**config.mk**
```make
export PLATFORM = sky130hd
export DESIGN_NAME = pd_sample_decode
export DESIGN_NICKNAME = d
export VERILOG_FILES = /design/src/logic/aux_pd_pkg.sv /design/src/logic/pd_sample_decode.sv
export VERILOG_INCLUDE_DIRS = /design/src /design/src/logic
export SDC_FILE = /design/constraint.sdc
export NUM_CORES = 1
export LEC_CHECK = 0
export ABC_CLOCK_PERIOD_IN_PS = 7800
export BUFFER_PORTS_ARGS = -buffer_cell sky130_fd_sc_hd__buf_2
export CAP_MARGIN = 0
export CELL_PAD_IN_SITES_DETAIL_PLACEMENT = 1
export CELL_PAD_IN_SITES_GLOBAL_PLACEMENT = 2
export CORE_MARGIN = 4
export CORE_UTILIZATION = 29
export DETAILED_ROUTE_END_ITERATION = 8
export PLACE_DENSITY_LB_ADDON = 0.1
export RECOVER_POWER = 25
export SETUP_SLACK_MARGIN = 0.5
export SYNTH_ARGS = -nofsm -noshare
export SYNTH_HDL_FRONTEND = slang
export SYNTH_SLANG_ARGS = --single-unit
```
**constraint.sdc**
```tcl
create_clock -name vclk -period 7.8
set_clock_uncertainty 0.2 [all_clocks]
set_input_delay 0.78 -clock vclk [all_inputs]
set_output_delay 0.78 -clock vclk [all_outputs]
set_load 0.01 [all_outputs]
```
**src/logic/aux_pd_config.svh**
```systemverilog
`ifndef AUX_PD_CONFIG_SVH
`define AUX_PD_CONFIG_SVH

`default_nettype none

// sample width of each ADC lane
`define AUX_PD_NADC 8

// lanes per parallel data clock
`define AUX_PD_NTI 4

// window counter width, 2**6 cycles per window
`define AUX_PD_NCNTR 6

// settle span width, accumulate from counter 2**3-1 on
`define AUX_PD_NSETTLE 3

`define AUX_PD_NFR 1        // fraction bits of the offset register
`define AUX_PD_DY0 1        // threshold widening step

`default_nettype wire

`endif

```
**src/logic/aux_pd_pkg.sv**
```systemverilog
`include "aux_pd_config.svh"
`default_nettype none

package aux_pd_pkg;

    // signed ADC sample, one lane
    typedef logic signed [`AUX_PD_NADC-1:0] sample_t;

    // magnitude of a sample, -128 maps to 128
    typedef logic [`AUX_PD_NADC-1:0] mag_t;

    typedef logic [$clog2(2*`AUX_PD_NTI)-1:0] lane_cnt_t;   // errors in one cycle

    // window error total, room for every lane of every cycle
    typedef logic [`AUX_PD_NADC+`AUX_PD_NCNTR+$clog2(2*`AUX_PD_NTI)-1:0] err_cnt_t;

    typedef enum logic {
        SEARCH_STARTUP,     // first window, record only
        SEARCH_TRACK        // hill climbing
    } search_state_e;

    typedef enum logic [1:0] {
        STEP_REVERSE,       // errors rose
        STEP_WIDEN,         // window had no errors
        STEP_ADVANCE        // errors fell or held
    } step_op_e;

endpackage

`default_nettype wire

```
**src/logic/pd_sample_decode.sv**
```systemverilog
`include "aux_pd_config.svh"
`default_nettype none

module pd_sample_decode (
    input  wire aux_pd_pkg::sample_t din [`AUX_PD_NTI],   // one sample per lane
    input  wire aux_pd_pkg::mag_t    threshold,           // error boundary around zero
    input  wire aux_pd_pkg::mag_t    acc_min,             // running minimum so far
    output aux_pd_pkg::lane_cnt_t    lane_err_inc,
    output aux_pd_pkg::mag_t         lane_min
);

    import aux_pd_pkg::*;

    localparam int nadc = `AUX_PD_NADC;
    localparam int nti  = `AUX_PD_NTI;

    mag_t lane_mag [nti];

    // two's complement magnitude per lane
    genvar k;
    generate
        for (k = 0; k < nti; k++) begin : gen_mag
            assign lane_mag[k] = din[k][nadc-1] ? mag_t'(-din[k]) : mag_t'(din[k]);
        end
    endgenerate

    // samples close to the slicer zero count as errors
    always_comb begin
        lane_err_inc = '0;
        for (int i = 0; i < nti; i++) begin
            if (lane_mag[i] < threshold) begin
                lane_err_inc = lane_err_inc + lane_cnt_t'(1);
            end
        end
    end

    // fold this cycle's lanes into the running minimum
    always_comb begin
        lane_min = acc_min;
        for (int i = 0; i < nti; i++) begin
            if (lane_mag[i] < lane_min) begin
                lane_min = lane_mag[i];     // new smallest
            end
        end
    end

endmodule

`default_nettype wire

```
==> results by group, run 1 <==
Logic synthesis
  • Register area share after synthesis: 0%
  • Synth area leader: ha_1
  • Yosys top cell area share: 30.5%
  • Avg Inst Size Synth: 7.69 µm²
  • Post-synthesis cell type count: 51
  • YS warnings: 0
  • Post-synthesis cell count: 325
  • Top post-synthesis cells by area: ha_1 31%, mux2i_1 7.6%, inv_1 7.2%
  • Post-synth net total: 434
  • Syn Std Cell Area: 2500 µm²

STA
  • Max Fclk: 0.124 GHz
  • Final setup margin: -0.245 ns
  • Final setup violating endpoints: 8
  • Hold WS: 1.78 ns
  • Hold Vio Cnt, Final: 0
  • Least-Margin Pin Slew: 0.800 ns
  • Final TNS setup: -1.72 ns
  • Slew headroom: 46.2%
  • Final Slew Violations: 0
  • Final min period: 8.05 ns
  • RSZ-0062 raised after global routing: yes
  • Final period utilization: 103%

Die
  • Die Y: 101 µm
  • Die X: 101 µm
  • Die ar.: 10,200 µm²
  • FP Rows: 33
  • Core ar.: 8300 µm²
  • Initial core utilization: 30.1%
  • I/O pins: 59

Power
  • Max VDD drop: 0.0533 mV
  • Power Total: 688 µW
  • Power per cell area: 177 nW/µm²
  • Pleak: 0.00208 µW

Place
  • Dpl ws: -0.512 ns
  • Placed cell count: 537
  • DP HPWL: 7220 µm
  • Placer congestion estimate: 0.760
  • Port bufs: 59

Layout
  • Layout overhead on the synthesized area: 55.9%
  • Finished Layout Cells: 569
  • Sequential cells: 0
  • Layout Nets: 575
  • Reg area: 0 µm²
  • Fill count: 1,023
  • Fraction of layout cells with a size suffix above 1: 43.5%
  • Clock Buffer Count: 0
  • Multi-input logic area: 2650 µm²
  • ANT cells: 0

Job
  • Max-Cap Viols: 0

Worst setup path
  • Kind of critical path: in -> out
  • Crit path launch type: primary input
  • Crit path top cell by count: buf_4
  • Worst path arrival time: 7.07 ns
  • Req. time, crit path: 6.82 ns
  • Crit path max fanout: 8
  • Slowest stage cell, crit path: or3_4
  • Worst setup EP type: primary output
  • Slowest stage delay, CP: 0.42 ns

Global route
  • GR Overflow Total: 0
  • Vias in the first global route: 2,954
  • GR peak layer: met2
  • Initial antenna violation count: 0
  • Largest net degree at the start of global routing: 9
  • First-pass GRT wire length: 14,300 µm
  • M3 GR Usage: 0.623%
  • Total GRT Usage: 17.1%
  • Met1 GRT Util: 24.9%
  • M2 GR Usage: 29.4%

Routing
  • Routed WL: 8690 µm
  • First DRT Iteration DRCs: 64
  • Iteration count of the initial detailed-routing pass: 4
  • Routed len/inst: 15.3 µm
  • Avg Vias per Cell: 4.96
  • DRC viols: 0
  • Via count: 2,821
  • Post-DRT Antenna Nets: 0

Outcome
  • Outcome: complete, but fails checks
  • Failing checks: negative setup slack

Hold path
  • Hold Crit Depth: 4
  • WHS Endpoint: lane_min[7]
  • Hold Startpoint: din[6]
  • Hold crit path type: in -> out
[per-stage QoR]
stage	utilization (%)	cell area [µm²]
5_1_grt	46.9	3900
2_1_floorplan	-	2620
6_report	46.9	3900
3_5_place_dp	41.2	3420
3_3_place_gp	41.2	3420
4_1_cts	45.4	3770
[worst max-delay path: cells and delay by family]
kind / cells / cell delay (ns)
compound gates: 9 / 1.35
xor+xnor: 1 / 0.16
fa+ha+maj: 3 / 0.81
buf+inv: 18 / 2.00
mux: 2 / 0.50
simple gates: 6 / 1.47
[worst max-delay path by stage]
stage | slack [ns] | startpoint | depth (start not counted) | end
3_3_place_gp | -0.31 | din[25] | 36 | lane_min[6]
4_1_cts | -0.11 | din[25] | 35 | lane_min[2]
6_report | -0.25 | din[25] | 39 | lane_min[2]
5_1_grt | -0.60 | din[25] | 35 | lane_min[6]
2_1_floorplan | 0.01 | din[25] | 32 | lane_min[1]
3_5_place_dp | -0.51 | din[25] | 35 | lane_min[2]
[what timing repair did]
action / in CTS / in global routing
buffers inserted: 26 / 6
gates resized for setup: 29 / 16
hold buffers: 0 / 0
pin swaps: 8 / 6
endpoints found under the setup margin: 8 / 8
[routing by layer]
layer	share of wire (%)	up-vias
met1	49	1341
met3	1.9	4
met2	49	26
li1	-	1450
met4	0.24	0
met5	0	-
[cell type report]
class | count | area share, %
timing repair buffer | 140 | 24.1
multi-input combinational | 276 | 67.9
tap | 105 | 3.37
inverter | 48 | 4.62
[layout by cell type, fill, tap and decap left out, types with 3 or more instances in the layout]
cell and n:
a21o_1 22, a21oi_1 14, a21oi_2 8, buf_2 56, buf_4 79, ha_1 51
ha_4 9, inv_1 47, mux2_4 3, mux2i_1 5, mux2i_2 14, nand2_1 9
nand2_2 3, nand2b_1 16, nand4_1 3, nor2_1 15, nor2_2 3, nor2_4 3
nor2b_1 5, o21a_1 3, o21ai_0 11, o21ai_2 3, o31ai_1 4, or3_1 7
xnor2_1 11, xor2_1 10
[power by group]
group / leakage [µW] / internal (µW) / switching, µW
Sequential: 0 / 0 / 0
Combinational: 0.00208 / 373 / 315
Clock: 0 / 0 / 0
[cell usage after synthesis (2+ instances only)]
cell type	number
o211ai_1	2
xor2_1	10
a21oi_1	23
nor4_1	2
nor2_1	20
xnor2_1	12
nand3b_1	2
nand2b_1	16
ha_1	61
or3_1	8
mux2_2	2
o31ai_1	5
nand2_1	12
mux2_1	2
o21ai_0	16
mux2i_1	19
o21a_1	3
a21o_1	22
nor2b_1	5
nand4_1	3
a31oi_1	3
inv_1	48
[cells by family after synthesis]
| logic type | after synthesis | synth area share [%] |
|---|---|---|
| simple gates | 77 | 16.8 |
| mux | 26 | 11.5 |
| buf+inv | 49 | 7.36 |
| fa+ha+maj | 62 | 30.9 |
| xor+xnor | 23 | 8.61 |
| compound gates | 88 | 24.8 |
(Power assumes the default switching activity.)
==> run 2, diff against run 1 <==
--- a/config.mk
+++ b/config.mk
@@ -6,7 +6,6 @@
 export SDC_FILE = /design/constraint.sdc
 export NUM_CORES = 1
 export LEC_CHECK = 0
-export ABC_CLOCK_PERIOD_IN_PS = 7800
 export BUFFER_PORTS_ARGS = -buffer_cell sky130_fd_sc_hd__buf_2
 export CAP_MARGIN = 0
 export CELL_PAD_IN_SITES_DETAIL_PLACEMENT = 1
@@ -14,7 +13,7 @@
 export CORE_MARGIN = 4
 export CORE_UTILIZATION = 29
 export DETAILED_ROUTE_END_ITERATION = 8
-export PLACE_DENSITY_LB_ADDON = 0.1
+export PLACE_DENSITY_LB_ADDON = 0.08
 export RECOVER_POWER = 25
 export SETUP_SLACK_MARGIN = 0.5
 export SYNTH_ARGS = -nofsm -noshare
==> run 2 against run 1 <==
Effect of this change:
- sequential share of layout area did not move
- the run still ends with negative setup slack left
- largest power group unchanged
- die area did not move
- worst hold slack barely moved
- final area fell by 2.1%
- cell count fell by 1.4%
==> results by group, run 2 (synthesis gave the netlist of run 1 again) <==
Global route
  • M2 GR Usage: 30.1% (+0.71 points)
  • GR peak layer: met2
  • M3 GR Usage: 0.138% (-0.48 points)
  • Met1 GRT Util: 25.1% (+0.29 points)
  • Initial antenna violation count: 0 (unchanged)
  • GR Overflow Total: 0 (unchanged)
  • Vias in the first global route: 2,956 (+0.068%)
  • Total GRT Usage: 17.2% (+0.15 points)
  • First-pass GRT wire length: 14,500 µm (+1.2%)
  • Largest net degree at the start of global routing: 9 (unchanged)

Layout
  • Clock Buffer Count: 0 (unchanged)
  • Sequential cells: 0 (unchanged)
  • Reg area: 0 µm² (unchanged)
  • Layout overhead on the synthesized area: 52.6%
  • Fraction of layout cells with a size suffix above 1: 39.7% (-3.8 points)
  • ANT cells: 0 (unchanged)
  • Most frequent cells in the layout: 69 x buf_4, 56 x ha_1, 56 x buf_2
  • Layout Nets: 567 (-1.4%)
  • Most common cell after layout, fill and taps aside: buf_4

Routing
  • Via count: 2,784 (-1.3%)
  • Avg Vias per Cell: 4.96 (about the same)
  • Iteration count of the initial detailed-routing pass: 4 (unchanged)
  • DRC viols: 0 (unchanged)
  • Post-DRT Antenna Nets: 0 (unchanged)
  • First DRT Iteration DRCs: 50 (-22%)
  • Routed WL: 8890 µm (+2.3%)
  • Routed len/inst: 15.8 µm (+3.8%)

Die
  • Core ar.: 8300 µm² (unchanged)
  • Die X: 101 µm (unchanged)
  • I/O pins: 59 (unchanged)
  • FP Rows: 33 (unchanged)
  • Die Y: 101 µm (unchanged)
  • Initial core utilization: 30.1% (unchanged)
  • Die ar.: 10,200 µm² (unchanged)

Job
  • Max-Cap Viols: 0 (unchanged)

Outcome
  • Outcome: complete, but fails checks
  • Failing checks: negative setup slack

Place
  • DP HPWL: 7410 µm (+2.6%)
  • Port bufs: 59 (unchanged)
  • Dpl ws: -0.559 ns (-0.0472 ns)
  • Placer congestion estimate: 0.809 (+6.4%)

Worst setup path
  • Slowest stage cell, crit path: or3_4
  • Slowest stage delay, CP: 0.42 ns (about the same)
  • Req. time, crit path: 6.82 ns (about the same)
  • Kind of critical path: in -> out
  • Crit path max fanout: 7 (-1)
  • Crit path launch type: primary input
  • Worst path arrival time: 7.23 ns (+0.16 ns)
  • Worst setup EP type: primary output

Hold path
  • Hold crit path type: in -> out

STA
  • Least-Margin Pin Slew: 0.719 ns (-0.0806 ns)
  • Final setup margin: -0.409 ns (-0.163 ns)
  • Final TNS setup: -3.14 ns (-1.42 ns)
  • Slew headroom: 51.6% (+5.4 points)
  • Final setup violating endpoints: 8 (unchanged)
  • Final period utilization: 105% (+2.1 points)
  • Final Slew Violations: 0 (unchanged)
  • Hold Vio Cnt, Final: 0 (unchanged)
  • Final min period: 8.21 ns (+0.163 ns)
  • RSZ-0062 raised after global routing: yes
  • Max Fclk: 0.122 GHz (-2.0%)

Power
  • Pleak: 0.00204 µW (-1.9%)
  • Power per cell area: 189 nW/µm² (+6.9%)
  • Max VDD drop: 0.0563 mV (+5.7%)

Clocking
  • Cts hold-fix bufs: 0 (unchanged)
==> run 2: changes by cell type in the layout (fill, tap and decap cells not counted), moves of 2 or more <==
| cell | change |
|---|---|
| a21oi_1 | +2 |
| buf_4 | -10 |
| ha_1 | +5 |
| ha_4 | -4 |
| mux2i_2 | -4 |
| mux2i_4 | +4 |
| nor2_1 | +3 |
| nor2_2 | -2 |
| o21ai_1 | +3 |
| o21ai_2 | -3 |
==> run 2: cell type report <==
class	instances	area, µm²
fillers	1034	4490
repair buffers	131	880
inverters	48	180
multi-input cells	277	2620
well taps	105	131
==> run 2: critical path, delay by kind of cell <==
kind | cells | cell delay, ns
compound gates | 12 | 2.32
simple gates | 10 | 1.38
fa+ha+maj | 4 | 1.05
buf+inv | 6 | 0.84
mux | 3 | 0.68
xor+xnor | 1 | 0.16
==> run 2: final timing paths <==
check	end	depth (start not counted)	from	slack [ns]
min	lane_min[7]	4	din[6]	1.78
max	lane_min[5]	36	din[25]	-0.41
==> run 2: metal layers <==
layer  vias up  part of all wire (%)  wire, µm
li1       1440                     -         -
met1      1317                    50      4420
met5         -                     0         0
met4         0                     0         0
met3         0                   1.8       160
met2        27                    48      4300
==> run 2: stage by stage <==
stage	utilization (%)	total power, µW	std cells	hold slack (ns)	instance area (µm²)
floorplan	-	340	325	1.52	2620
detailed placement	41.5	579	539	1.79	3440
finish	46.0	720	561	1.78	3810
CTS	44.7	673	557	1.79	3710
global route	46.0	785	561	1.83	3810
global placement	41.5	567	539	1.79	3440
==> run 2: timing repair <==
| item | CTS | global route |
|---|---|---|
| buffers inserted | 17 | 4 |
| gates cloned | 1 | 0 |
| pin swaps | 9 | 10 |
| gates resized for setup | 25 | 14 |
| setup endpoints to repair | 8 | 8 |
==> run 2: power by group <==
group	switching, µW	internal (µW)
combinational	328	391
sequential	0	0
clock	0	0
total	328	391
==> run 3, diff against run 2 <==
--- a/config.mk
+++ b/config.mk
@@ -6,13 +6,13 @@
 export SDC_FILE = /design/constraint.sdc
 export NUM_CORES = 1
 export LEC_CHECK = 0
-export BUFFER_PORTS_ARGS = -buffer_cell sky130_fd_sc_hd__buf_2
 export CAP_MARGIN = 0
 export CELL_PAD_IN_SITES_DETAIL_PLACEMENT = 1
 export CELL_PAD_IN_SITES_GLOBAL_PLACEMENT = 2
 export CORE_MARGIN = 4
-export CORE_UTILIZATION = 29
+export CORE_UTILIZATION = 35
 export DETAILED_ROUTE_END_ITERATION = 8
+export DONT_BUFFER_PORTS = 1
 export PLACE_DENSITY_LB_ADDON = 0.08
 export RECOVER_POWER = 25
 export SETUP_SLACK_MARGIN = 0.5
==> constraint.sdc (replaced) <==
create_clock -name vclk -period 6.8
set_clock_uncertainty 0.2 [all_clocks]
set_input_delay 0.68 -clock vclk [all_inputs]
set_output_delay 0.68 -clock vclk [all_outputs]
set_load 0.01 [all_outputs]
==> run 3 against run 2 <==
Effect of this change:
- the flow still finishes with violations (negative setup slack)
- count of clock-buffer cells in the layout did not move
- combinational power increased by 17%
- worst hold slack worse by 0.43 ns
- sequential cell count stayed put
- final area is 0.62% lower
- core utilization rose by 9.2 points
- setup slack got worse by 0.72 ns
- via count is 0.40% higher
- critical path type unchanged
- critical endpoint is now lane_min[4]
==> results by group, run 3 (synthesis gave the netlist of run 1 again) <==
Outcome
  • Outcome: complete, but fails checks
  • Failing checks: negative setup slack

Worst setup path
  • Crit path top cell by count: a21o_1
  • Slowest stage cell, crit path: or3_4
  • Kind of critical path: in -> out
  • Crit path max fanout: 7 (unchanged)
  • Slowest stage delay, CP: 0.41 ns (about the same)
  • Worst setup EP type: primary output
  • Crit path launch type: primary input
  • Req. time, crit path: 5.92 ns (-0.90 ns)
  • Worst path arrival time: 7.05 ns (-0.18 ns)

Die
  • Die ar.: 8550 µm² (-16%)
  • Core ar.: 6870 µm² (-17%)
  • I/O pins: 59 (unchanged)
  • Die Y: 92.5 µm (-8.3%)
  • FP Rows: 30 (-9.1%)
  • Die X: 92.5 µm (-8.3%)
  • Initial core utilization: 36.4% (+6.3 points)

Routing
  • Met3 wire len: 331 µm (+110%)
  • Routed met2 length: 5110 µm (+19%)
  • Post-DRT Antenna Nets: 0 (unchanged)
  • First DRT Iteration DRCs: 81 (+62%)
  • DRC viols: 0 (unchanged)
  • Routed len/inst: 18.9 µm (+20%)
  • Routed WL: 9700 µm (+9.1%)
  • Avg Vias per Cell: 5.46 (+10%)
  • Iteration count of the initial detailed-routing pass: 4 (unchanged)
  • Via count: 2,795 (+0.40%)
  • Top sig layer: met4
  • Routed length on met1: 4140 µm (-6.3%)

Layout
  • Fraction of layout cells with a size suffix above 1: 38.7% (-0.99 points)
  • Reg area: 0 µm² (unchanged)
  • Layout Nets: 527 (-7.1%)
  • Layout overhead on the synthesized area: 51.7%
  • ANT cells: 0 (unchanged)
  • Fill count: 836 (-19%)
  • Clock Buffer Count: 0 (unchanged)
  • Most frequent cells in the layout: 83 x buf_4, 53 x ha_1, 45 x inv_1
  • Sequential cells: 0 (unchanged)
  • Most common cell after layout, fill and taps aside: buf_4

Global route
  • Total GRT Usage: 21.4% (+4.2 points)
  • Largest net degree at the start of global routing: 9 (unchanged)
  • Vias in the first global route: 2,946 (-0.34%)
  • First-pass GRT wire length: 14,900 µm (+3.0%)
  • Initial antenna violation count: 0 (unchanged)
  • GR Overflow Total: 0 (unchanged)

STA
  • Hold Vio Cnt, Final: 0 (unchanged)
  • Final period utilization: 117%
  • RSZ-0062 raised after global routing: yes
  • Final setup violating endpoints: 8 (unchanged)
  • Least-Margin Pin Slew: 0.775 ns (+0.0555 ns)
  • Slew headroom: 47.9% (-3.7 points)
  • Final min period: 7.93 ns
  • Final Slew Violations: 0 (unchanged)
  • Final setup margin: -1.13 ns (-0.717 ns)
  • Max Fclk: 0.126 GHz

Hold path
  • Hold crit path type: in -> out

Place
  • DP HPWL: 7220 µm (-2.5%)
  • Placer congestion estimate: 0.761 (-5.9%)
  • Port bufs: 0 (-100%)
  • Dpl ws: -1.04 ns (-0.478 ns)

Power
  • Pleak: 0.00193 µW (-5.4%)
  • Power per cell area: 222 nW/µm² (+18%)
  • Max VDD drop: 0.124 mV (+120%)
  • Power Total: 841 µW (+17%)

Job
  • Max-Cap Viols: 0 (unchanged)
run 3: cell types whose count changed in the layout (fill, tap and decap cells not counted), sizes merged:
cell	previous run	this run
clkbuf	1	0
buf	130	91
run 3: layout make-up:
class / instances / area (µm²) / share of cell area [%]
inverter: 48 / 180 / 4.75
multi-input combinational: 277 / 2770 / 73.0
tap: 96 / 120 / 3.17
timing repair buffer: 91 / 722 / 19.0
run 3: timing repair:
action	in CTS	in global routing
buffers inserted	21	8
pin swaps	11	26
setup endpoints to repair	8	8
cloned	1	0
resized for setup	32	35
hold buffers	0	0
run 3: worst max-delay path: cells and delay by family:
family | cells | cell delay [ns]
AOI/OAI and AO/OA | 12 | 2.42
and+or+nand+nor | 10 | 1.42
buffers and inverters | 3 | 0.50
xor gates and xnor gates | 1 | 0.17
adders and majority gates | 4 | 1.03
muxes | 3 | 0.81
run 3: layer usage:
metal,GRT usage (%),up-vias
li1,-,1359
met1,27.1,1371
met2,40.5,53
met3,1.54,12
met4,2.10,0
met5,0,-
run 3: through the flow:
| step | utilization (%) | hold slack [ns] | area [µm²] | setup TNS (ns) | cells |
|---|---|---|---|---|---|
| after detailed placement | 46.7 | 1.35 | 3210 | -8.14 | 482 |
| final | 55.2 | 1.35 | 3790 | -8.92 | 512 |
| after floorplan | - | 1.32 | 2620 | -5.98 | 325 |
| after global placement | 46.7 | 1.35 | 3210 | -7.04 | 482 |
| after CTS | 51.4 | 1.36 | 3530 | -6.51 | 504 |
| after global routing | 55.2 | 1.36 | 3790 | -11.35 | 512 |
run 3: power by group:
part           total, µW  leakage (µW)  switching (µW)  internal (µW)
Combinational        841       0.00193             390            452
Sequential             0             0               0              0
Clock                  0             0               0              0
run 3: path summary, 6_finish.rpt:
check | depth (start not counted) | from | slack (ns) | end
worst max-delay path | 33 | din[26] | -1.13 | lane_min[4]
worst min-delay path | 1 | din[0] | 1.35 | lane_min[0]
