**config.mk**
```make
export PLATFORM = sky130hd
export DESIGN_NAME = pd_window_accum
export DESIGN_NICKNAME = d
export VERILOG_FILES = /design/src/logic/aux_pd_pkg.sv /design/src/logic/pd_window_accum.sv
export VERILOG_INCLUDE_DIRS = /design/src /design/src/logic
export SDC_FILE = /design/constraint.sdc
export NUM_CORES = 1
export LEC_CHECK = 0
export BUFFER_PORTS_ARGS = -buffer_cell sky130_fd_sc_hd__buf_2
export CAP_MARGIN = 20
export CORE_MARGIN = 1.5
export CORE_UTILIZATION = 25
export CTS_BUF_LIST = sky130_fd_sc_hd__clkbuf_2
export DETAILED_ROUTE_END_ITERATION = 6
export PLACE_DENSITY = 0.48
export RECOVER_POWER = 100
export SYNTH_ARGS = -nofsm -noshare
export SYNTH_HDL_FRONTEND = slang
export SYNTH_SLANG_ARGS = --single-unit
```
**constraint.sdc**
```tcl
create_clock -name clk -period 2.6 [get_ports clk]
set_input_delay 0.26 -clock clk [delete_from_list [all_inputs] [get_ports clk]]
set_output_delay 0.26 -clock clk [all_outputs]
set_load 0.01 [all_outputs]
```
**src/logic/aux_pd_config.svh**
```systemverilog
`ifndef AUX_PD_CONFIG_SVH
`define AUX_PD_CONFIG_SVH

`default_nettype none

// sample width of each ADC lane
`define AUX_PD_NADC 8

// lanes per parallel data clock
`define AUX_PD_NTI 4

// window counter width, 2**6 cycles per window
`define AUX_PD_NCNTR 6

// settle span width, accumulate from counter 2**3-1 on
`define AUX_PD_NSETTLE 3

`define AUX_PD_NFR 1        // fraction bits of the offset register
`define AUX_PD_DY0 1        // threshold widening step

`default_nettype wire

`endif

```
**src/logic/aux_pd_pkg.sv**
```systemverilog
`include "aux_pd_config.svh"
`default_nettype none

package aux_pd_pkg;

    // signed ADC sample, one lane
    typedef logic signed [`AUX_PD_NADC-1:0] sample_t;

    // magnitude of a sample, -128 maps to 128
    typedef logic [`AUX_PD_NADC-1:0] mag_t;

    typedef logic [$clog2(2*`AUX_PD_NTI)-1:0] lane_cnt_t;   // errors in one cycle

    // window error total, room for every lane of every cycle
    typedef logic [`AUX_PD_NADC+`AUX_PD_NCNTR+$clog2(2*`AUX_PD_NTI)-1:0] err_cnt_t;

    typedef enum logic {
        SEARCH_STARTUP,     // first window, record only
        SEARCH_TRACK        // hill climbing
    } search_state_e;

    typedef enum logic [1:0] {
        STEP_REVERSE,       // errors rose
        STEP_WIDEN,         // window had no errors
        STEP_ADVANCE        // errors fell or held
    } step_op_e;

endpackage

`default_nettype wire

```
**src/logic/pd_window_accum.sv**
```systemverilog
`include "aux_pd_config.svh"
`default_nettype none

module pd_window_accum (
    input  wire logic                  clk,
    input  wire logic                  enable,        // async clear, active low
    input  wire aux_pd_pkg::lane_cnt_t lane_err_inc,  // this cycle's errors
    input  wire aux_pd_pkg::mag_t      lane_min,      // minimum incl. this cycle
    output logic                       window_end,
    output aux_pd_pkg::err_cnt_t       win_err_cnt,
    output aux_pd_pkg::mag_t           acc_min
);

    import aux_pd_pkg::*;

    localparam int ncntr   = `AUX_PD_NCNTR;
    localparam int nsettle = `AUX_PD_NSETTLE;

    // first count that accumulates, after the settle span
    localparam logic [ncntr-1:0] settle_cnt = ncntr'((1 << nsettle) - 1);
    localparam logic [ncntr-1:0] clear_cnt  = '0;
    localparam logic [ncntr-1:0] first_cnt  = ncntr'(1);

    logic [ncntr-1:0] cntr;     // free running window counter
    logic             acc_active;

    assign window_end = (cntr == '1);
    assign acc_active = (cntr >= settle_cnt);

    always_ff @(posedge clk or negedge enable) begin
        if (!enable) begin
            cntr <= '0;
        end else begin
            cntr <= cntr + first_cnt;   // wraps at window end
        end
    end

    // error total and minimum over one window
    always_ff @(posedge clk or negedge enable) begin
        if (!enable) begin
            win_err_cnt <= '1;
            acc_min     <= '1;          // largest magnitude
        end else if (cntr == clear_cnt) begin
            win_err_cnt <= '0;
            acc_min     <= '1;
        end else if (acc_active) begin
            win_err_cnt <= win_err_cnt + err_cnt_t'(lane_err_inc);
            acc_min     <= lane_min;
        end
    end

    // the total only grows once the window has been cleared
    property err_cnt_monotonic;
        @(posedge clk) disable iff (!enable)
            (cntr > first_cnt) |-> (win_err_cnt >= $past(win_err_cnt));
    endproperty

    assert property (err_cnt_monotonic)
        else $error("window error total decreased inside a window");

endmodule

`default_nettype wire

```
==> flow_summary_export.csv, run 1 <==
group,metric,value,unit
run_status,status,"finished with violations",
run_status,violations,"max-capacitance violations, max-slew violations",
detailed_routing,vias,1274,
synth,synth_top_area_cell,"dfstp_2",
worst_setup_path,r2r_setup_slack,0.47,ns
synth,syn-num-nets,166,
clock_network,cts_htree_levels,2,
hold_path,hp-class,"in -> reg",
die,initial_core_util,26.1,%
placed_design,place.gp.congestion,0.743,
finish,areaGrowthSynthToFinish,18.3,%
synth,avgSynthCellArea,10.6,µm²
synth,synth_cells,147,
hold_path,min_path_cells,3,
synth,synth_ff_type,"dfstp_2",
finish,drive_gt1_share,23.2,%
global_routing,grt_pass1_vias,1225,
die,rows,28,
power,total_leakage_power,0.799,nW
detailed_routing,avgRoutedWirePerCell,13.5,µm
worst_setup_path,endpoint,"win_err_cnt[1]",
worst_setup_path,slowest_delay,0.57,ns
detailed_routing,drt-total-wl,3580,µm
synth,ys_types,38,
timing,timing.fmax,468,MHz
die,design.die.area,6690,µm²
global_routing,grt_pass1_wl,6000,µm
synth,async_flop_share,100,%
worst_setup_path,r2r-start,"cntr[0]",
global_routing,grt_overflow_total,0,
timing,timing.final.crit_share,82.1,%
worst_setup_path,r2r_cells,6,
die,die_x,81.8,µm
power,powerDensity,712,nW/µm²
synth,ys_seq_elements,31,
timing,hold_viol_final,0,
timing,tightest_slew,1.71,ns
worst_setup_path,setup.worst_path.start,"cntr[0]",
global_routing,grt_max_degree,32,
detailed_routing,drtAntennaViolNets,0,
synth,ys_seq_area_share,52.0,%
placed_design,io_buffers,38,
power,irDropWorstVdd,0.186,mV
detailed_routing,firstDrtPassIters,4,
clock_network,cts_tree,"built",
clock_network,clkSlewWorstSetupHoldPaths,0.17,ns
clock_network,insertion_delay,0.36,ns
synth,synth_edf_count,0,
worst_setup_path,worst_setup_path_end_kind,"flop",
global_routing,grt_usage,11.8,%
placed_design,hpwl,2450,µm
clock_network,post_cts_buffers,0,
synth,yosysWarnings,0,
finish,fillers,648,
global_routing,antenna_found_initial,0,
worst_setup_path,start_kind,"flop",
timing,slew_headroom,-13.8,%
timing,rsz0062_at_grt,"no",
finish,antenna_cells,0,
timing,hold_ws,0.0870,ns
clock_network,cts-buffers-inserted,5,
clock_network,cts_buffer_depth,2,
detailed_routing,drt_iter0_markers,58,
worst_setup_path,cp.arrival,2.44,ns
die,ios,39,
synth,synth_top_area_share,42.3,%
finish,layout.nets,208,
detailed_routing,drc,0,
synth,netlist_top_cells_count,"dfstp_2, nand2_1, nand3_1",
detailed_routing,vias_per_cell,4.81,
worst_setup_path,r2r_end,"win_err_cnt[1]",
synth,yosys-top-cells-area,"dfstp_2, dfrtp_1, nand2_1",
flow_run,maxCapViolCount,1,
clock_network,cts.sinks,31,
synth,synth.most_common_cell,"dfstp_2",
die,die_h,81.8,µm
clock_network,cts_root_buf,"clkbuf_2",
timing,fin_crit,2.13,ns
worst_setup_path,cp.required,2.91,ns
worst_setup_path,critPathKind,"reg -> reg",
timing,slew_violations,32,
worst_setup_path,path_max_fanout,11,
timing,setup_tns,0,ns
synth,synth.cell_area,1550,µm²
clock_network,cts_resized,0,
die,core-area,5960,µm²
timing,fin_skew,0.0219,ns
worst_setup_path,crit_path_top_delay_cell,"a2111o_1",
timing,setup_viol,0,
worst_setup_path,cp_cell_sequence,"ha_1 > a2111o_1 > nor2_1 > clkbuf_1 > nand2_1 > a21oi_1",
cells in the final DEF, fill, tap and decap left out, types with 4 or more instances in the layout:
cell type,count
dfrtp_1,6
xor2_1,4
ha_1,5
nor2_1,4
clkbuf_2,6
dfstp_2,6
clkbuf_1,9
o21ai_0,4
xnor2_1,4
a21oi_1,8
nand3_1,15
nand2_1,23
buf_2,30
dfstp_1,19
routing by layer:
metal / global-route usage, % / routed length [µm]
met5: 0 / 0
met4: 4.58 / 47
met3: 3.00 / 183
met2: 17.7 / 1570
met1: 16.2 / 1780
per-stage QoR:
stage	utilization, %	cells	setup WS, ns	cell area, µm²	power, mW
finish	30.8	265	0.465	1840	1.31
global route	30.8	265	0.312	1840	1.41
CTS	31.3	265	0.455	1860	1.37
detailed placement	30.5	256	0.496	1820	1.13
global placement	30.5	256	0.530	1820	1.13
floorplan	-	147	0.728	1550	0.968
registers in the layout, summed over array words and instances, names as in the netlist:
signal and flops:
acc_min 8, cntr 6, win_err_cnt 17
how the worst min path moves through the flow:
stage,slack (ns),startpoint,endpoint
floorplan,-0.04,enable,cntr[0]
global placement,0.37,enable,cntr[2]
detailed placement,0.36,enable,cntr[5]
CTS,0.07,lane_min[1],acc_min[1]
global route,0.08,lane_min[3],acc_min[3]
finish,0.09,lane_min[3],acc_min[3]
power breakdown:
group	leakage [nW]	internal [mW]	switching [mW]
Sequential	0.328	0.592	0.0830
Combinational	0.444	0.177	0.227
Clock	0.0281	0.0648	0.164
kinds of logic (layout without fill, tap and decap cells):
logic type	after synthesis	in the layout	synth area share, %
compound gates	28	28	13.5
xor+xnor	8	8	4.51
fa+ha+maj	6	6	5.32
buf+inv	7	50	2.26
flops	31	31	52.0
mux	2	2	1.29
simple gates	65	65	21.2
what timing repair did:
item,in CTS,in global routing
hold endpoints to repair,6,0
hold buffers,1,0
endpoints found under the setup margin,0,0
critical path: cells and delay by family, from the launching register on:
kind                     cells  cell delay (ns)
buffers and inverters        1             0.43
adder cells (fa/ha/maj)      1             0.26
AO/OA/AOI/OAI                2             0.73
AND/OR/NAND/NOR              2             0.23
flip-flops                   1             0.44
area by class of cell:
cell class / count / area [µm²] / area share, %
clock buffer: 6 / 30.0 / 1.63
inverter: 2 / 7.51 / 0.409
timing repair buffer: 40 / 194 / 10.6
clock inverter: 2 / 7.51 / 0.409
tap: 75 / 93.8 / 5.11
sequential: 31 / 807 / 43.9
multi-input combinational: 109 / 697 / 37.9
No activity file was read; power rests on OpenSTA's default activity.
==> inputs of run 2 (changes only) <==
--- a/config.mk
+++ b/config.mk
@@ -6,13 +6,14 @@
 export SDC_FILE = /design/constraint.sdc
 export NUM_CORES = 1
 export LEC_CHECK = 0
+export ABC_AREA = 1
 export BUFFER_PORTS_ARGS = -buffer_cell sky130_fd_sc_hd__buf_2
 export CAP_MARGIN = 20
 export CORE_MARGIN = 1.5
 export CORE_UTILIZATION = 25
 export CTS_BUF_LIST = sky130_fd_sc_hd__clkbuf_2
 export DETAILED_ROUTE_END_ITERATION = 6
-export PLACE_DENSITY = 0.48
+export PLACE_DENSITY = 0.47
 export RECOVER_POWER = 100
 export SYNTH_ARGS = -nofsm -noshare
 export SYNTH_HDL_FRONTEND = slang
==> constraint.sdc (replaced) <==
create_clock -name clk -period 2.2 [get_ports clk]
set_input_delay 0.22 -clock clk [delete_from_list [all_inputs] [get_ports clk]]
set_output_delay 0.22 -clock clk [all_outputs]
set_load 0.01 [all_outputs]
==> flow_summary_export.csv, run 2 <==
group,metric,value,unit
timing,timing.fmax,536,MHz
timing,fin_skew,0.0228,ns
global_routing,grt_pass1_wl,6700,µm
synth,synth_ff_type,"dfstp_2",
synth,syn-num-nets,244,
timing,fin_crit,1.86,ns
global_routing,grt_overflow_total,0,
clock_network,cts_root_buf,"clkbuf_2",
power,irDropWorstVdd,0.216,mV
die,die_h,87.0,µm
finish,layout.nets,288,
synth,synth_cells,225,
power,total_leakage_power,1.07,nW
synth,netlist_top_cells_count,"nand2_1, nor2_1, inv_1",
clock_network,cts_buffer_depth,2,
die,die_x,87.0,µm
timing,timing.final.crit_share,84.7,%
synth,yosys-top-cells-area,"dfstp_2, nand2_1, dfrtp_1",
detailed_routing,avgRoutedWirePerCell,10.8,µm
clock_network,cts_tree,"built",
global_routing,grt_pass1_vias,1427,
synth,async_flop_share,100,%
run_status,violations,"max-capacitance violations, max-slew violations",
finish,largest-register,"win_err_cnt",
timing,finalWorstSetupSlack,0.336,ns
timing,slew_violations,32,
synth,ys_seq_elements,31,
clock_network,cts-buffers-inserted,5,
detailed_routing,firstDrtPassIters,4,
die,design.die.area,7570,µm²
clock_network,post_cts_buffers,0,
synth,synth_top_area_cell,"dfstp_2",
global_routing,grt_max_degree,32,
finish,drive_gt1_share,20.0,%
detailed_routing,drtAntennaViolNets,0,
detailed_routing,drt-total-wl,3960,µm
timing,rsz0062_at_grt,"no",
worst_setup_path,r2r_cells,10,
clock_network,clkSlewWorstSetupHoldPaths,0.19,ns
timing,setup_viol,0,
worst_setup_path,endpoint,"win_err_cnt[10]",
clock_network,cts_htree_levels,2,
worst_setup_path,critPathKind,"reg -> reg",
detailed_routing,drt_iter0_markers,40,
finish,largest_register_ffs,17,
detailed_routing,vias_per_cell,4.10,
timing,tightest_slew,1.70,ns
flow_run,maxCapViolCount,1,
synth,avgSynthCellArea,7.84,µm²
placed_design,place.gp.congestion,0.762,
global_routing,grt_usage,11.5,%
finish,final_common_cell,"nand2_1",
die,core-area,6790,µm²
worst_setup_path,start_kind,"flop",
run_status,status,"finished with violations",
synth,synth.most_common_cell,"nand2_1",
die,ios,39,
finish,areaGrowthSynthToFinish,18.8,%
worst_setup_path,r2r_end,"win_err_cnt[10]",
synth,synth.cell_area,1760,µm²
global_routing,antenna_found_initial,0,
clock_network,cts.sinks,31,
timing,setup_tns,0,ns
placed_design,pre_cts_slack,0.435,ns
worst_setup_path,r2r-start,"win_err_cnt[0]",
hold_path,hp-class,"in -> reg",
finish,reg_top3,"win_err_cnt (17), acc_min (8), cntr (6)",
worst_setup_path,r2r_setup_slack,0.34,ns
finish,design_area,2100,µm²
timing,slew_headroom,-13.5,%
placed_design,io_buffers,38,
synth,ys_types,24,
timing,hold_viol_final,0,
placed_design,postPlaceCellArea,2050,µm²
synth,yosysWarnings,0,
worst_setup_path,path_max_fanout,4,
detailed_routing,drc,0,
worst_setup_path,worst_setup_path_end_kind,"flop",
synth,ys_seq_area_share,45.7,%
worst_setup_path,cp.required,2.54,ns
synth,synth_top_area_share,37.2,%
placed_design,hpwl,2920,µm
worst_setup_path,setup.worst_path.start,"win_err_cnt[0]",
finish,antenna_cells,0,
clock_network,insertion_delay,0.38,ns
synth,synth_edf_count,0,
detailed_routing,vias,1500,
finish,mostFrequentLayoutCells,"nand2_1, nor2_1, inv_1, buf_2, nand3_1",
worst_setup_path,cp.arrival,2.20,ns
die,rows,30,
power,powerDensity,881,nW/µm²
die,initial_core_util,26.0,%
run 2: cell types whose count changed in the layout (fill, tap and decap cells not counted), moves of 4 or more:
| cell | change |
|---|---|
| inv_1 | +29 |
| nand2_1 | +47 |
| nand3_1 | +5 |
| nor2_1 | +29 |
| xnor2_1 | -4 |
run 2: where the power goes:
part | internal [mW] | switching [mW]
logic | 0.237 | 0.367
clock network | 0.192 | 0.216
registers | 0.717 | 0.117
total | 1.15 | 0.700
run 2: cell families after synthesis:
kind of cell,synth area share [%]
adders and majority gates,4.68
and+or+nand+nor,35.3
buffers and inverters,8.94
xor gates and xnor gates,1.49
AOI/OAI and AO/OA,3.83
DFF,45.7
run 2: through the flow:
step	hold slack, ns	power (mW)	utilization (%)	cells
6_report	0.0358	1.85	30.8	366
5_1_grt	0.00798	2.00	30.8	366
4_1_cts	0.00976	1.92	31.3	366
2_1_floorplan	-0.0756	1.28	-	225
3_5_place_dp	0.322	1.50	30.1	357
3_3_place_gp	0.327	1.50	30.1	357
run 2: layout make-up:
class	count	area, µm²
flip-flops and latches	31	807
repair buffers	41	205
well taps	96	120
clock buffers	5	25.0
inverters	31	116
fillers	754	4700
clock inverters	3	43.8
multi-input cells	159	778
run 2: worst min path at each step:
stage,from,end,slack [ns],depth (start not counted)
after floorplan,enable,cntr[0],-0.08,0
after global placement,enable,cntr[5],0.33,1
after detailed placement,enable,cntr[5],0.32,1
after CTS,lane_min[7],acc_min[7],0.01,3
after global routing,lane_min[7],acc_min[7],0.008,3
final,lane_min[7],acc_min[7],0.04,3
run 2: repair_timing:
| item | in CTS | in global routing |
|---|---|---|
| hold endpoints to repair | 6 | 0 |
| setup endpoints to repair | 0 | 0 |
| hold buffers | 1 | 0 |
| gates resized for setup | 0 | 0 |
run 2: routing by layer:
metal,routed length [µm],track usage [%]
met1,1780,14.2
met4,67,4.40
met2,2000,19.2
met3,114,2.75
met5,0,0
run 2: worst max-delay path, stage by stage (launching register included):
cell and delay (ns):
dfstp_1 0.58, ha_1 0.24, fa_1 0.21, nand2_1 0.08, nand2_1 0.09, nand2_1 0.10, nor2_1 0.22, nand2_1 0.11
nand2_1 0.08, nand2_1 0.04, nor2_1 0.08
==> inputs of run 3 (changes only) <==
--- a/config.mk
+++ b/config.mk
@@ -13,7 +13,7 @@
 export CORE_UTILIZATION = 25
 export CTS_BUF_LIST = sky130_fd_sc_hd__clkbuf_2
 export DETAILED_ROUTE_END_ITERATION = 6
-export PLACE_DENSITY = 0.47
+export PLACE_DENSITY = 0.48
 export RECOVER_POWER = 100
 export SYNTH_ARGS = -nofsm -noshare
 export SYNTH_HDL_FRONTEND = slang
==> constraint.sdc (replaced) <==
create_clock -name clk -period 1.6 [get_ports clk]
set_input_delay 0.16 -clock clk [delete_from_list [all_inputs] [get_ports clk]]
set_output_delay 0.16 -clock clk [all_outputs]
set_load 0.01 [all_outputs]
==> flow_summary_export.csv, run 3 (same netlist as run 2, synthesis figures left out) <==
group,metric,value,unit
finish,fillers,723,
detailed_routing,drtAntennaViolNets,0,
global_routing,grt_overflow_total,0,
clock_network,insertion_delay,0.36,ns
placed_design,hpwl,2990,µm
timing,fin_crit,1.62,ns
finish,design_area,2350,µm²
placed_design,pre_cts_slack,-0.0484,ns
power,p_sw,1.02,mW
global_routing,grt_pass1_wl,6840,µm
finish,drive_gt1_share,34.6,%
global_routing,grt_usage,11.7,%
timing,slew_headroom,47.1,%
finish,antenna_cells,0,
timing,rsz0062_at_grt,"yes",
detailed_routing,vias,1617,
die,rows,30,
clock_network,cts_tree,"built",
timing,setup_viol,3,
global_routing,grt_pass1_vias,1491,
detailed_routing,firstDrtPassIters,4,
worst_setup_path,path_max_fanout,3,
detailed_routing,drt-total-wl,4170,µm
power,total_leakage_power,1.16,nW
detailed_routing,vias_per_cell,4.20,
finish,areaGrowthSynthToFinish,33.2,%
finish,final_common_cell,"nand2_1",
timing,fin_skew,0.0182,ns
clock_network,cts_root_buf,"clkbuf_2",
worst_setup_path,critPathKind,"reg -> reg",
worst_setup_path,start_kind,"flop",
power,combPwrFrac,39.8,%
die,initial_core_util,26.0,%
timing,setup_tns,-0.0235,ns
power,sw_frac_of_total,39.1,%
worst_setup_path,worst_setup_path_end_kind,"flop",
finish,mostFrequentLayoutCells,"nand2_1, buf_2, inv_1, nor2_1, dfstp_2",
global_routing,grt_max_degree,32,
die,die_h,87.0,µm
power,total_power,2.60,mW
flow_run,maxCapViolCount,0,
clock_network,cts_buffer_depth,2,
detailed_routing,drt_iter0_markers,59,
timing,timing.final.crit_share,101,%
timing,slew_violations,0,
die,design.die.area,7570,µm²
finish,reg_top3,"win_err_cnt (17), acc_min (8), cntr (6)",
die,die_x,87.0,µm
hold_path,hp-class,"in -> reg",
finish,utilization,34.6,%
finish,largest_register_ffs,17,
power,seq_power_share,45.4,%
power,p_int,1.59,mW
timing,hold_viol_final,0,
placed_design,place.gp.congestion,0.780,
clock_network,cts.sinks,31,
timing,finalWorstSetupSlack,-0.0211,ns
worst_setup_path,cp.arrival,1.92,ns
clock_network,cts-buffers-inserted,5,
global_routing,antenna_found_initial,0,
detailed_routing,avgRoutedWirePerCell,10.8,µm
finish,fin_cells,385,
detailed_routing,drc,0,
power,powerDensity,1110,nW/µm²
timing,tightest_slew,0.794,ns
worst_setup_path,cp.required,1.90,ns
die,core-area,6790,µm²
placed_design,dp.cells,362,
clock_network,clkSlewWorstSetupHoldPaths,0.16,ns
run_status,violations,"negative setup slack",
placed_design,postPlaceCellArea,2110,µm²
finish,largest-register,"win_err_cnt",
placed_design,io_buffers,38,
run_status,status,"finished with violations",
power,pwr-share-clk,14.8,%
timing,timing.fmax,617,MHz
timing,hold_ws,0.187,ns
power,irDropWorstVdd,0.271,mV
die,ios,39,
finish,layout.nets,308,
clock_network,cts_htree_levels,2,
[run 3: cell count changes in the layout (fill, tap and decap cells not counted), sizes merged]
cell	before	now
dlygate4sd3	1	9
clkbuf	13	16
buf	32	43
clkinv	2	0
bufinv	1	0
[run 3: final timing paths]
path | startpoint | endpoint | slack, ns | cells after the start
setup / recovery | win_err_cnt[0] | win_err_cnt[14] | -0.02 | 10
hold / removal | lane_err_inc[0] | win_err_cnt[0] | 0.19 | 3
setup reg to reg | win_err_cnt[0] | win_err_cnt[14] | -0.02 | 10
hold reg to reg | acc_min[2] | acc_min[2] | 0.49 | 2
max in group asynchronous | enable | cntr[2] | 0.71 | 2
min in group asynchronous | enable | cntr[4] | 0.39 | 2
[run 3: repair_timing]
item | CTS | global route
hold buffers | 9 | 0
buffers inserted | 3 | 4
pin swaps | 2 | 10
endpoints found under the setup margin | 7 | 17
gates resized for setup | 10 | 15
hold endpoints to repair | 14 | 0
[run 3: routing by layer]
metal	GRT usage, %	wire, µm	up-vias
met3	3.70	175	8
met5	0	0	-
met2	19.9	2080	25
met4	4.25	85	0
met1	13.6	1830	763
li1	-	-	821
[run 3: area by class of cell]
cell class | count | area, µm² | share of cell area (%)
repair buffers | 61 | 393 | 16.7
clock buffers | 7 | 35.0 | 1.49
well taps | 96 | 120 | 5.11
multi-input cells | 159 | 876 | 37.3
flip-flops and latches | 31 | 807 | 34.3
inverters | 31 | 119 | 5.06
[run 3: power groups by stage]
stage	sequential (mW)	combinational, mW	clock (mW)
after floorplan	1.23	0.528	0
after detailed placement	1.20	0.895	0
after global placement	1.20	0.882	0
after global routing	1.21	1.17	0.432
final	1.18	1.04	0.385
after CTS	1.19	0.957	0.411
[run 3: critical path, cell delays in order (launching register included)]
cell and delay, ns:
dfstp_2 0.58, ha_4 0.13, fa_2 0.19, nand2_2 0.07
nand2_2 0.10, nand2_4 0.08, inv_4 0.06, nand4_1 0.09
nand2_1 0.09, nand2_1 0.06, nor2_2 0.10
